## src/hdl/adc_map_pkg.sv

```systemverilog
`default_nettype none

package adc_map_pkg;

	localparam int WORD_WIDTH = 16;
	typedef logic [WORD_WIDTH-1:0] word_t; // One memory-map word

	localparam int MEM_SIZE = 32;
	localparam int ADDR_WIDTH = $clog2(MEM_SIZE);
	typedef logic [ADDR_WIDTH-1:0] mem_addr_t;

	localparam int SDC_SAMPLES = 16;
	localparam int CHAN_SAMPLES = 8;

	// Each frame window is followed by its commit address
	localparam mem_addr_t SDC_BASE_ID = 5'd0;
	localparam mem_addr_t SDC_VALID_ID = 5'd16;
	localparam mem_addr_t CHAN_MUX_BASE_ID = 5'd17;
	localparam mem_addr_t CHAN_MUX_VALID_ID = 5'd25;
	localparam mem_addr_t BUFF_CONFIG_ID = 5'd26;
	localparam mem_addr_t BUFF_TIMESTAMP_ID = 5'd27; // Written back by the subsystem

	localparam int TS_WIDTH = 32;
	typedef logic [TS_WIDTH-1:0] ts_t;

endpackage

`default_nettype wire
```

## src/hdl/adc_stream_pkg.sv

```systemverilog
`default_nettype none

package adc_stream_pkg;

	import adc_map_pkg::*;

	// One host write after serialization by the capture stage
	typedef struct packed {
		logic valid;
		mem_addr_t addr;
		word_t data;
	} wr_event_t;

	// Write pulse back into the memory map
	typedef struct packed {
		logic valid;
		mem_addr_t addr;
		ts_t data;
	} mem_wr_t;

	localparam int BUFF_CONFIG_WIDTH = 4;
	typedef logic [BUFF_CONFIG_WIDTH-1:0] buff_config_t; // Low bits of the config word

endpackage

`default_nettype wire

```

## src/hdl/adc_interface.sv

```systemverilog
`default_nettype none

module adc_interface import adc_map_pkg::*, adc_stream_pkg::*; (
	input logic clk,
	input logic rst,
	input logic [MEM_SIZE-1:0] fresh_bits,
	input word_t [MEM_SIZE-1:0] read_resps,
	output logic state_rdy,
	output word_t [SDC_SAMPLES-1:0] sdc_data,
	output logic sdc_valid,
	input logic sdc_ready,
	output word_t [CHAN_SAMPLES-1:0] cmc_data,
	output logic cmc_valid,
	input logic cmc_ready,
	output buff_config_t buffc_data,
	output logic buffc_valid,
	input logic buffc_ready,
	input ts_t bufft_data,
	input logic bufft_valid,
	input logic bufft_last,
	output logic bufft_ready,
	output mem_wr_t ts_wr
);

	wr_event_t wr_event; // Shared by all second-stage blocks

	reg_capture u_reg_capture (
		.clk(clk),
		.rst(rst),
		.fresh_bits(fresh_bits),
		.read_resps(read_resps),
		.state_rdy(state_rdy),
		.wr_event(wr_event)
	);

	frame_builder #(
		.SAMPLES(SDC_SAMPLES),
		.BASE_ID(SDC_BASE_ID),
		.VALID_ID(SDC_VALID_ID)
	) u_sdc_builder (
		.clk(clk),
		.rst(rst),
		.wr_event(wr_event),
		.data(sdc_data),
		.valid(sdc_valid),
		.ready(sdc_ready)
	);

	frame_builder #(
		.SAMPLES(CHAN_SAMPLES),
		.BASE_ID(CHAN_MUX_BASE_ID),
		.VALID_ID(CHAN_MUX_VALID_ID)
	) u_cmc_builder (
		.clk(clk),
		.rst(rst),
		.wr_event(wr_event),
		.data(cmc_data),
		.valid(cmc_valid),
		.ready(cmc_ready)
	);

	config_channel u_config_channel (
		.clk(clk),
		.rst(rst),
		.wr_event(wr_event),
		.buffc_data(buffc_data),
		.buffc_valid(buffc_valid),
		.buffc_ready(buffc_ready),
		.bufft_data(bufft_data),
		.bufft_valid(bufft_valid),
		.bufft_last(bufft_last),
		.bufft_ready(bufft_ready),
		.ts_wr(ts_wr)
	);

endmodule

`default_nettype wire

```

## src/hdl/config_channel.sv

```systemverilog
`default_nettype none

module config_channel import adc_map_pkg::*, adc_stream_pkg::*; (
	input logic clk,
	input logic rst,
	input wr_event_t wr_event,
	output buff_config_t buffc_data,
	output logic buffc_valid,
	input logic buffc_ready,
	input ts_t bufft_data,
	input logic bufft_valid,
	input logic bufft_last,
	output logic bufft_ready,
	output mem_wr_t ts_wr
);

	typedef enum logic {
		disarmed,
		armed
	} arm_state_t;

	arm_state_t state;
	logic cfg_event;
	logic buffc_fire;
	logic bufft_fire;
	logic ts_valid;
	ts_t ts_data;

	assign cfg_event = wr_event.valid && (wr_event.addr == BUFF_CONFIG_ID);
	assign buffc_fire = buffc_valid && buffc_ready;
	assign bufft_fire = bufft_valid && bufft_ready;
	assign bufft_ready = (state == armed); // Timestamps only for a configured buffer

	always_ff @(posedge clk) begin
		if (rst) begin
			buffc_valid <= 1'b0;
			state <= disarmed;
			ts_valid <= 1'b0;
		end else begin
			if (cfg_event) begin
				buffc_valid <= 1'b1;
			end else if (buffc_fire) begin
				buffc_valid <= 1'b0;
			end

			case (state)
				disarmed: if (buffc_fire) state <= armed;
				armed: if (bufft_fire) state <= disarmed; // One timestamp per config
				default: state <= disarmed;
			endcase

			ts_valid <= bufft_fire;
		end
	end

	always_ff @(posedge clk) begin
		if (cfg_event) begin
			buffc_data <= buff_config_t'(wr_event.data); // Latest write wins
		end
		if (bufft_fire) begin
			ts_data <= bufft_data;
		end
	end

	assign ts_wr = '{valid: ts_valid, addr: BUFF_TIMESTAMP_ID, data: ts_data};

	single_word_packet: assert property (@(posedge clk) disable iff (rst)
		bufft_valid |-> bufft_last);

	// Only a newer config write may change a waiting word
	buffc_stable: assert property (@(posedge clk) disable iff (rst)
		buffc_valid && !buffc_ready && !cfg_event |=> buffc_valid && $stable(buffc_data));

endmodule

`default_nettype wire

```

## src/hdl/frame_builder.sv

```systemverilog
`default_nettype none

module frame_builder import adc_map_pkg::*, adc_stream_pkg::*; #(
	parameter int SAMPLES = SDC_SAMPLES,
	parameter mem_addr_t BASE_ID = SDC_BASE_ID,
	parameter mem_addr_t VALID_ID = SDC_VALID_ID
) (
	input logic clk,
	input logic rst,
	input wr_event_t wr_event,
	output word_t [SAMPLES-1:0] data,
	output logic valid,
	input logic ready
);

	word_t [SAMPLES-1:0] stage;
	word_t [SAMPLES-1:0] held; // Snapshot of a commit that found the output full
	logic pend;
	mem_addr_t offset;
	logic in_window;
	logic commit;
	logic fire;
	logic promote;
	logic load_now;
	logic park;

	assign offset = wr_event.addr - BASE_ID;
	assign in_window = wr_event.valid && (wr_event.addr >= BASE_ID) &&
		(int'(wr_event.addr) < int'(BASE_ID) + SAMPLES);
	assign commit = wr_event.valid && (wr_event.addr == VALID_ID) && (wr_event.data != '0);

	assign fire = valid && ready;
	assign promote = pend && fire; // Parked frame moves up behind the handshake
	assign load_now = commit && !pend && (!valid || ready);
	assign park = commit && !load_now;

	always_ff @(posedge clk) begin
		if (rst) begin
			valid <= 1'b0;
			pend <= 1'b0;
		end else begin
			if (load_now || promote) begin
				valid <= 1'b1;
			end else if (fire) begin
				valid <= 1'b0;
			end

			if (park) begin
				pend <= 1'b1; // A second park replaces the first
			end else if (promote) begin
				pend <= 1'b0;
			end
		end
	end

	always_ff @(posedge clk) begin
		if (in_window) begin
			stage[offset] <= wr_event.data;
		end
		if (park) begin
			held <= stage;
		end
		if (load_now) begin
			data <= stage;
		end else if (promote) begin
			data <= held;
		end
	end

	frame_stable: assert property (@(posedge clk) disable iff (rst)
		valid && !ready |=> valid && $stable(data));

	pend_needs_valid: assert property (@(posedge clk) disable iff (rst)
		pend |-> valid);

endmodule

`default_nettype wire

```

## src/hdl/reg_capture.sv

```systemverilog
`default_nettype none

module reg_capture import adc_map_pkg::*, adc_stream_pkg::*; (
	input logic clk,
	input logic rst,
	input logic [MEM_SIZE-1:0] fresh_bits,
	input word_t [MEM_SIZE-1:0] read_resps,
	output logic state_rdy,
	output wr_event_t wr_event
);

	logic [MEM_SIZE-1:0] pending;
	word_t [MEM_SIZE-1:0] shadow;
	logic snapshot;
	mem_addr_t next_idx;
	logic ev_valid;
	mem_addr_t ev_addr;
	word_t ev_data;

	assign state_rdy = (pending == '0);
	assign snapshot = state_rdy && (|fresh_bits); // Host holds its words until this cycle

	// Lowest pending address wins
	always_comb begin
		next_idx = '0;
		for (int i = MEM_SIZE - 1; i >= 0; i--) begin
			if (pending[i]) begin
				next_idx = mem_addr_t'(i);
			end
		end
	end

	always_ff @(posedge clk) begin
		if (rst) begin
			pending <= '0;
			ev_valid <= 1'b0;
		end else begin
			ev_valid <= 1'b0;
			if (snapshot) begin
				pending <= fresh_bits;
			end else if (!state_rdy) begin
				ev_valid <= 1'b1;
				pending[next_idx] <= 1'b0; // Issued this cycle
			end
		end
	end

	always_ff @(posedge clk) begin
		for (int i = 0; i < MEM_SIZE; i++) begin
			if (snapshot && fresh_bits[i]) begin
				shadow[i] <= read_resps[i];
			end
		end
		ev_addr <= next_idx;
		ev_data <= shadow[next_idx];
	end

	assign wr_event = '{valid: ev_valid, addr: ev_addr, data: ev_data};

	// An issued address must have been in the mask on the edge that issued it
	issue_was_pending: assert property (@(posedge clk) disable iff (rst)
		wr_event.valid |->
			|($past(pending) & ({{(MEM_SIZE-1){1'b0}}, 1'b1} << wr_event.addr)));

endmodule

`default_nettype wire

```

## config.mk

```make
export PLATFORM = sky130hd
export DESIGN_NAME = adc_interface
export DESIGN_NICKNAME = d
export VERILOG_FILES = /design/src/hdl/adc_map_pkg.sv /design/src/hdl/adc_stream_pkg.sv /design/src/hdl/adc_interface.sv /design/src/hdl/config_channel.sv /design/src/hdl/frame_builder.sv /design/src/hdl/reg_capture.sv
export SDC_FILE = /design/constraint.sdc
export NUM_CORES = 1
export LEC_CHECK = 0
export ABC_AREA = 1
export BUFFER_PORTS_ARGS = -buffer_cell sky130_fd_sc_hd__buf_2
export CELL_PAD_IN_SITES_DETAIL_PLACEMENT = 1
export CELL_PAD_IN_SITES_GLOBAL_PLACEMENT = 1
export CORE_MARGIN = 2
export CORE_UTILIZATION = 35
export CTS_CLUSTER_SIZE = 28
export DETAILED_ROUTE_END_ITERATION = 10
export PLACE_DENSITY = 0.73
export SYNTH_ARGS = -nofsm -noshare
export SYNTH_HDL_FRONTEND = slang
export SYNTH_SLANG_ARGS = --single-unit
```

## constraint.sdc

```tcl
create_clock -name clk -period 13.3 [get_ports clk]
set_clock_uncertainty 0.15 [all_clocks]
set_input_delay 0.665 -clock clk [delete_from_list [all_inputs] [get_ports clk]]
set_output_delay 0.665 -clock clk [all_outputs]
set_load 0.05 [all_outputs]
```

==> summary.md, run 1 <==
| Metric | Value |
|---|---|
| Result of the run | `complete, no violations` |
| Worst setup SP type | `flip-flop` |
| Crit Reg-Reg Endpoint | `u_reg_capture.ev_data[9]` |
| Insertion delay to the later sink of the worst-skew pair | `0.85 ns` |
| Relative contribution of the clock network to total power | `between 20% and 30%` |
| Warnings, synthesis | `0` |
| Slew Limit Headroom | `4.78%` |
| Syn avg cell area | `13.9 um2` |
| Internal power consumption | `11,300 uW` |
| Beginning of the worst hold path | `fresh_bits[30]` |
| Number of standard cells after synthesis | `around 4,600` |
| Worst hold path stage count | `3` |
| Max-Cap Viols | `0` |
| Worst reg2reg path depth | `26` |
| Number of iterations in the first detailed-routing pass | `6` |
| Total of flip-flops plus latches after synthesis | `1,761` |
| Classification of the worst-slack hold path | `in -> reg` |
| Total negative setup slack | `0 ns` |
| Die Y-Extent | `434 um` |
| I/O pin count | `between 1,000 and 1,500` |
| Layout Nets | `between 6,000 and 7,000` |
| CP Buf/Inv Count | `5` |
| CP Capture Type | `flip-flop` |
| Area added between synthesis and finish | `30.3%` |
| Routed WL | `262 mm` |
| First-pass GRT wire length | `358 mm` |
| Buffers added on ports | `1,007` |
| Min cycle time layout | `6.20 ns` |
| Part of the power in combinational logic | `30.9%` |
| Root Buffer | `sky130_fd_sc_hd__clkbuf_16` |
| Post-detailed-route DRC marker count | `0` |
| Critical path's slowest cell | `sky130_fd_sc_hd__buf_4` |
| Sequential cell area fraction in the yosys report | `80.8%` |
| Number of vias per cell | `~5.2` |
| Destination of the worst hold path | `u_reg_capture.pending[30]` |
| Vias in the first global route | `between 40,000 and 50,000` |
| Die X-Extent | `roughly 430 um` |
| Power Density | `219 mW/mm2` |
| Effective utilization at floorplan | `35.3%` |
| Worst stage delay on the critical path | `approximately 0.95 ns` |
| Buffer depth of the longest clock path | `3` |
| Number of setup buffers added after CTS | `0` |
| Worst path setup slack after routing | `7.10 ns` |
| Count of vias placed by the detailed router | `around 47,000` |
| Routed Antenna Nets | `0` |
| Slew of the pin with the lowest slew margin | `1.43 ns` |
| Layout cell share with drive strength beyond 1 | `21.8%` |
| Req. time, crit path | `~14 ns` |
| Post-placement worst setup slack | `7.40 ns` |
| Total die area | `0.188 mm2` |
| Synthesized area | `0.0647 mm2` |
| Startpoint-to-endpoint class of the critical path | `reg -> reg` |
| Detailed-placement wirelength estimate | `around 160 mm` |
| Row cnt | `157` |
| Crit path DAT | `around 6.8 ns` |
| Tcrit/Tclk final | `about 47%` |
| Number of sinks driven by the clock tree | `1,761` |
| RD Place Congestion | `0.857` |
| 1st-iter DRT viols | `4,658` |
| Register clock-pin slew on the reported worst setup and hold paths | `0.06 ns` |
| TritonCTS Buffers | `180` |
| Largest net degree at the start of global routing | `204` |
| Top achievable clock speed | `161 MHz` |
| RR Startpoint | `u_reg_capture.pending[31]` |
| Total core area | `roughly 0.18 mm2` |
| Filler cell count in the final layout | `19,004` |
| Synth cell types | `29` |
| Unrepaired setup endpoints after global routing | `false` |
| Switching share of power | `39.1%` |
| Top delay family on crit path | `buffers and inverters` |
| Maximum VDD drop | `0.000225 V` |
| Detailed-route wire length per cell | `29.3 um` |
| CTS tree | `done` |
| Finish-stage setup viols | `0` |
| Sequential share of power | `a little over two fifths` |
| Peak fanout along the critical path | `94` |
| Antenna violations before repair | `54` |
| Count of final max-slew check failures | `0` |
| Global Route Usage Sum | `between 20% and 30%` |
| CTS HTree Levels | `4` |
| Slack of the worst reg-to-reg path | `7.10 ns` |
| Crit path top cell by count | `sky130_fd_sc_hd__nand2_1` |
| Power after layout | `18,500 uW` |
| Final Hold Fails | `0` |
| Remaining global-route overflow | `0` |
| Net Switching | `7230 uW` |
| LEAKAGE | `around 0.032 uW` |
worst register-to-register path: stages, from the launching register on:
cell and delay [ns]:
sky130_fd_sc_hd__dfxtp_1 0.35, sky130_fd_sc_hd__nor2_1 0.06, sky130_fd_sc_hd__inv_1 0.08, sky130_fd_sc_hd__a311oi_1 0.08
sky130_fd_sc_hd__o311ai_0 0.32, sky130_fd_sc_hd__nand2_1 0.09, sky130_fd_sc_hd__nand2_1 0.07, sky130_fd_sc_hd__nand2_1 0.05
sky130_fd_sc_hd__nand2_1 0.06, sky130_fd_sc_hd__nand2_1 0.05, sky130_fd_sc_hd__nand2_1 0.05, sky130_fd_sc_hd__nand2_1 0.05
sky130_fd_sc_hd__nand2_1 0.06, sky130_fd_sc_hd__nand2_1 0.05, sky130_fd_sc_hd__nand3_1 0.11, sky130_fd_sc_hd__nand3_4 0.52
sky130_fd_sc_hd__inv_8 0.75, sky130_fd_sc_hd__buf_4 0.82, sky130_fd_sc_hd__buf_4 1.04, sky130_fd_sc_hd__nand4_1 0.40
sky130_fd_sc_hd__nand2_1 0.21, sky130_fd_sc_hd__inv_1 0.07, sky130_fd_sc_hd__nand3_1 0.10, sky130_fd_sc_hd__nand2_1 0.07
sky130_fd_sc_hd__nand2_1 0.28, sky130_fd_sc_hd__nor2_1 0.09, sky130_fd_sc_hd__nand2_1 0.06
worst max-delay path by stage:
stage	start	cells past startpoint	endpoint
after floorplan	u_reg_capture.ev_data[1]	6	u_sdc_builder.held[0]
after global placement	u_reg_capture.pending[30]	39	u_reg_capture.ev_data[1]
after detailed placement	u_reg_capture.pending[30]	39	u_reg_capture.ev_data[1]
after CTS	u_reg_capture.pending[30]	39	u_reg_capture.ev_data[1]
after global routing	u_reg_capture.pending[31]	26	u_reg_capture.ev_data[11]
final	u_reg_capture.pending[31]	26	u_reg_capture.ev_data[9]
power groups by stage:
| stage | combinational (uW) | clock, uW | sequential [uW] |
|---|---|---|---|
| floorplan | 2700 | 0 | 7840 |
| global placement | 5270 | 0 | 7680 |
| detailed placement | 5410 | 0 | 7730 |
| CTS | 5590 | 5050 | 7630 |
| global route | 6050 | 5290 | 7770 |
| finish | 5720 | 5050 | 7740 |
metal layers:
layer	global-route usage, %	vias to the layer above	share of wire [%]
met3	4.55	827	6.8
met5	0	-	0.010
met4	18.2	4	7.9
met2	46.6	2839	50
met1	30.2	23381	35
li1	-	19762	-
sequential cells by signal, summed over array words and instances, names as in the netlist, 4 cells and up:
register                     flops
u_cmc_builder.data             128
u_cmc_builder.held             128
u_cmc_builder.stage            128
u_config_channel.buffc_data      4
u_config_channel.ts_data        32
u_reg_capture.ev_addr            5
u_reg_capture.ev_data           16
u_reg_capture.pending           32
u_reg_capture.shadow           512
u_sdc_builder.data             256
u_sdc_builder.held             256
u_sdc_builder.stage            256
placed cells by master, fill, tap and decap left out, drive strengths merged:
| cell | count |
|---|---|
| a21boi | 2 |
| a21oi | 35 |
| a311oi | 1 |
| buf | 1106 |
| bufinv | 12 |
| clkbuf | 227 |
| clkinv | 81 |
| clkinvlp | 2 |
| conb | 5 |
| dfxtp | 61 |
| diode | 62 |
| dlygate4sd3 | 564 |
| edfxtp | 1700 |
| ha | 5 |
| inv | 188 |
| nand2 | 1595 |
| nand3 | 345 |
| nand3b | 48 |
| nand4 | 259 |
| nor2 | 97 |
| nor3 | 13 |
| nor4 | 12 |
| o21a | 2 |
| o21ai | 35 |
| o311ai | 1 |
| or4 | 1 |
| xnor2 | 1 |
| xor2 | 1 |
kinds of logic after synthesis:
logic type                 after synthesis  share of synthesized area, %
and+or+nand+nor                       2370                          15.8
adders and majority gates                5                        0.0966
xor gates and xnor gates                 2                        0.0271
DFF                                   1761                          80.8
AOI/OAI and AO/OA                       76                         0.615
buffers and inverters                  431                          2.72
other                                    2                        0.0116
Yosys cell counts:
cell	number	area [um2]
sky130_fd_sc_hd__inv_2	1	3.75
sky130_fd_sc_hd__nand2_2	4	25.0
sky130_fd_sc_hd__buf_1	9	33.8
sky130_fd_sc_hd__a21boi_0	2	15.0
sky130_fd_sc_hd__xor2_1	1	8.76
sky130_fd_sc_hd__o311ai_0	1	8.76
sky130_fd_sc_hd__dfxtp_1	61	1220
sky130_fd_sc_hd__buf_6	1	11.3
sky130_fd_sc_hd__nor4_1	12	75.1
sky130_fd_sc_hd__a311oi_1	1	8.76
sky130_fd_sc_hd__clkbuf_1	160	601
sky130_fd_sc_hd__clkinv_1	3	11.3
sky130_fd_sc_hd__nand2_1	1591	5970
sky130_fd_sc_hd__nor2_1	97	364
sky130_fd_sc_hd__or4_1	1	7.51
sky130_fd_sc_hd__buf_4	16	120
sky130_fd_sc_hd__conb_1	2	7.51
sky130_fd_sc_hd__inv_1	183	687
sky130_fd_sc_hd__nand3b_1	48	360
sky130_fd_sc_hd__o21ai_0	35	175
sky130_fd_sc_hd__xnor2_1	1	8.76
sky130_fd_sc_hd__nand3_1	345	1730
sky130_fd_sc_hd__nor3_1	13	65.1
sky130_fd_sc_hd__ha_1	5	62.6
sky130_fd_sc_hd__a21oi_1	35	175
sky130_fd_sc_hd__o21a_1	2	15.0
sky130_fd_sc_hd__nand4_1	259	1620
sky130_fd_sc_hd__edfxtp_1	1700	51000
sky130_fd_sc_hd__buf_2	58	290
cell type report:
type | count | area, um2 | area share, %
Inverter | 187 | 726 | 0.860
Multi-Input combinational cell | 2458 | 10900 | 12.9
Tap cell | 2464 | 3080 | 3.65
Clock buffer | 227 | 4700 | 5.57
Antenna cell | 62 | 155 | 0.184
Timing Repair Buffer | 1670 | 11500 | 13.6
Clock inverter | 96 | 1020 | 1.20
Sequential cell | 1761 | 52300 | 62.0
what timing repair did:
action,CTS,global route
hold buffers,564,0
resized for setup,0,0
endpoints found under the hold margin,565,0
stage by stage:
stage	cells	hold slack (ns)	util [%]	cell area (um2)
floorplan	4650	0.277	-	64700
global placement	7975	0.279	39.7	72800
detailed placement	7975	0.284	39.7	72800
CTS	8862	0.00389	45.9	84200
global route	8917	0.0504	46.0	84300
finish	8925	0.101	46.0	84400
(Power assumes the default switching activity.)
==> inputs of run 2 (changes only) <==
clock period = 5.5 ns   (was 13.3 ns; I/O delays follow)
==> run 2 against run 1 <==
  * Flip-flop and latch count stayed put
  * Total power increased to 2.5 times the previous value
  * Global-route usage up 2.5 points
  * Fmax up 25%
  * Cell area rose by 6.7%
  * First-iteration DRC count up 31%
  * Clock-buffer cell count shrank 18
  * Clock power increased by 150%
  * Routed wire length increased by 8.9%
  * Cell count is 6.3% higher
  * Non-clock buffer count is 535 higher
==> summary.md, run 2 (synthesis gave the netlist of run 1 again) <==
| Metric | Value |
|---|---|
| Result of the run | `complete, no violations (unchanged)` |
| Max-Cap Viols | `0 (unchanged)` |
| RD Place Congestion | `0.846 (was 0.857)` |
| Root Buffer | `sky130_fd_sc_hd__clkbuf_16 (unchanged)` |
| Post-placement worst setup slack | `0.962 ns (was 7.40 ns)` |
| Core Util, Final | `49.1% (was 46.0%)` |
| Detailed-route wire length per cell | `30.1 um (was 29.3 um)` |
| Effective utilization at floorplan | `35.3% (unchanged)` |
| Maximum VDD drop | `0.000498 V (was 0.000225 V)` |
| Detailed-placement wirelength estimate | `159 mm (was 156 mm)` |
| Insertion delay to the later sink of the worst-skew pair | `0.86 ns (was 0.85 ns)` |
| Highest-count cells in the layout ignoring fill and taps | `sky130_fd_sc_hd__edfxtp_1, sky130_fd_sc_hd__nand2_1, sky130_fd_sc_hd__dlygate4sd3_1 (was sky130_fd_sc_hd__edfxtp_1, sky130_fd_sc_hd__nand2_1, sky130_fd_sc_hd__buf_2)` |
| Layout Nets | `7,380 (was 6,846)` |
| Slew Limit Headroom | `6.59% (was 4.78%)` |
| Post-detailed-route DRC marker count | `0 (unchanged)` |
| Die Y-Extent | `434 um (unchanged)` |
| Row cnt | `157 (unchanged)` |
| Number of vias per cell | `5.37 (was 5.25)` |
| Req. time, crit path | `6.13 ns (was 13.88 ns)` |
| Largest net degree at the start of global routing | `214 (was 204)` |
| Tcrit/Tclk final | `90.1% (was 46.6%)` |
| Top achievable clock speed | `202 MHz (was 161 MHz)` |
| Filler cell count in the final layout | `18,868 (was 19,004)` |
| Number of iterations in the first detailed-routing pass | `6 (unchanged)` |
| Total core area | `0.183 mm2 (unchanged)` |
| Remaining global-route overflow | `0 (unchanged)` |
| Crit path DAT | `5.59 ns (was 6.77 ns)` |
| Power Density | `516 mW/mm2 (was 219 mW/mm2)` |
| Register clock-pin slew on the reported worst setup and hold paths | `0.07 ns (was 0.06 ns)` |
| CTS HTree Levels | `4 (unchanged)` |
| Register with the highest flop count | `u_reg_capture.shadow (unchanged)` |
| LEAKAGE | `0.0349 uW (was 0.0324 uW)` |
| Count of vias placed by the detailed router | `50,894 (was 46,813)` |
| Peak fanout along the critical path | `65 (was 94)` |
| Min cycle time layout | `4.96 ns (was 6.20 ns)` |
| Unrepaired setup endpoints after global routing | `false (unchanged)` |
| TritonCTS Buffers | `179 (was 180)` |
| Classification of the worst-slack hold path | `in -> reg (unchanged)` |
| CTS tree | `done (unchanged)` |
| Die X-Extent | `434 um (unchanged)` |
| Buffer depth of the longest clock path | `3 (unchanged)` |
| Vias in the first global route | `53,766 (was 49,765)` |
| Finish-stage setup viols | `0 (unchanged)` |
| Slew of the pin with the lowest slew margin | `1.40 ns (was 1.43 ns)` |
| Layout cell share with drive strength beyond 1 | `20.8% (was 21.8%)` |
| Total negative setup slack | `0 ns (unchanged)` |
| Worst stage delay on the critical path | `0.72 ns (was 0.95 ns)` |
| Worst setup SP type | `flip-flop (unchanged)` |
| Most common library cell in the layout ignoring fill and taps | `sky130_fd_sc_hd__edfxtp_1 (unchanged)` |
| Startpoint-to-endpoint class of the critical path | `reg -> reg (unchanged)` |
| Number of sinks driven by the clock tree | `1,761 (unchanged)` |
| Routed Antenna Nets | `0 (unchanged)` |
| CP Capture Type | `flip-flop (unchanged)` |
| Antenna violations before repair | `69 (was 54)` |
| Final Hold Fails | `0 (unchanged)` |
| Worst reg2reg path depth | `39 (was 26)` |
| Worst path setup slack after routing | `0.544 ns (was 7.10 ns)` |
| Total die area | `0.188 mm2 (unchanged)` |
| Critical path's slowest cell | `sky130_fd_sc_hd__buf_4 (unchanged)` |
| Routed WL | `285 mm (was 262 mm)` |
| 1st-iter DRT viols | `6,112 (was 4,658)` |
| Crit path top cell by count | `sky130_fd_sc_hd__nand2_1 (unchanged)` |
| Worst hold path stage count | `2 (was 3)` |
| Buffers added on ports | `1,007 (unchanged)` |
| Area added between synthesis and finish | `39.1% (was 30.3%)` |
| Global Route Usage Sum | `29.4% (was 26.8%)` |
| Flip-flop count of the largest register after layout | `512 (unchanged)` |
| I/O pin count | `1,014 (unchanged)` |
| First-pass GRT wire length | `392 mm (was 358 mm)` |
| Count of final max-slew check failures | `0 (unchanged)` |
[run 2: cell count changes in the layout (fill, tap and decap cells not counted), moves of 5 or more]
cell,previous run,this run
sky130_fd_sc_hd__buf_12,2,12
sky130_fd_sc_hd__clkbuf_1,46,27
sky130_fd_sc_hd__buf_4,96,107
sky130_fd_sc_hd__dfxtp_2,16,11
sky130_fd_sc_hd__dfxtp_4,0,5
sky130_fd_sc_hd__clkinvlp_4,2,7
sky130_fd_sc_hd__clkinv_2,18,34
sky130_fd_sc_hd__diode_2,62,77
sky130_fd_sc_hd__dlygate4sd3_1,564,1079
[run 2: timing repair]
action	in CTS	in global routing
setup buffers	0	0
hold endpoints to repair	736	8
hold buffers	1071	8
gates resized for setup	0	0
[run 2: power breakdown]
part | switching (uW) | internal [uW] | total (uW)
combinational | 11300 | 3350 | 14600
sequential | 1510 | 17700 | 19200
clock | 5770 | 6860 | 12600
total | 18600 | 27900 | 46500
[run 2: layout make-up]
type / instances / area (um2) / area share, %
clock inverters: 122 / 1280 / 1.42
well taps: 2464 / 3080 / 3.42
diodes: 77 / 193 / 0.214
repair buffers: 2205 / 16900 / 18.8
multi-input cells: 2458 / 10900 / 12.1
inverters: 187 / 726 / 0.806
clock buffers: 209 / 4620 / 5.13
flip-flops and latches: 1761 / 52300 / 58.1
[run 2: metrics by stage]
step	cells	hold WS [ns]	power, uW	area [um2]
finish	9483	0.0229	46500	90000
global route	9460	-0.0216	47600	90000
CTS	9398	0.000128	44700	89800
detailed placement	7996	0.284	31800	73100
global placement	7996	0.279	31500	73100
floorplan	4650	0.224	25400	64800
[run 2: routing by layer]
metal	vias to the layer above	part of all wire, %	routed length (um)	GRT usage [%]
li1	20856	-	-	-
met1	25152	34	97500	32.5
met2	3619	49	139000	49.4
met3	1259	8.1	23100	6.16
met4	8	9.0	25600	22.7
met5	-	0.018	50	0
[run 2: worst paths after layout]
check | start | to | slack [ns]
max | u_reg_capture.pending[30] | u_reg_capture.ev_data[3] | 0.54
min | read_resps[153] | u_reg_capture.shadow[153] | 0.02
max reg2reg | u_reg_capture.pending[30] | u_reg_capture.ev_data[3] | 0.54
min reg2reg | u_sdc_builder.stage[142] | u_sdc_builder.held[142] | 0.27
[run 2: critical path, delay by kind of cell (launching register included)]
family | cells | cell delay (ns)
buffers and inverters | 2 | 0.77
flip-flops | 1 | 0.34
AND/OR/NAND/NOR | 37 | 3.53
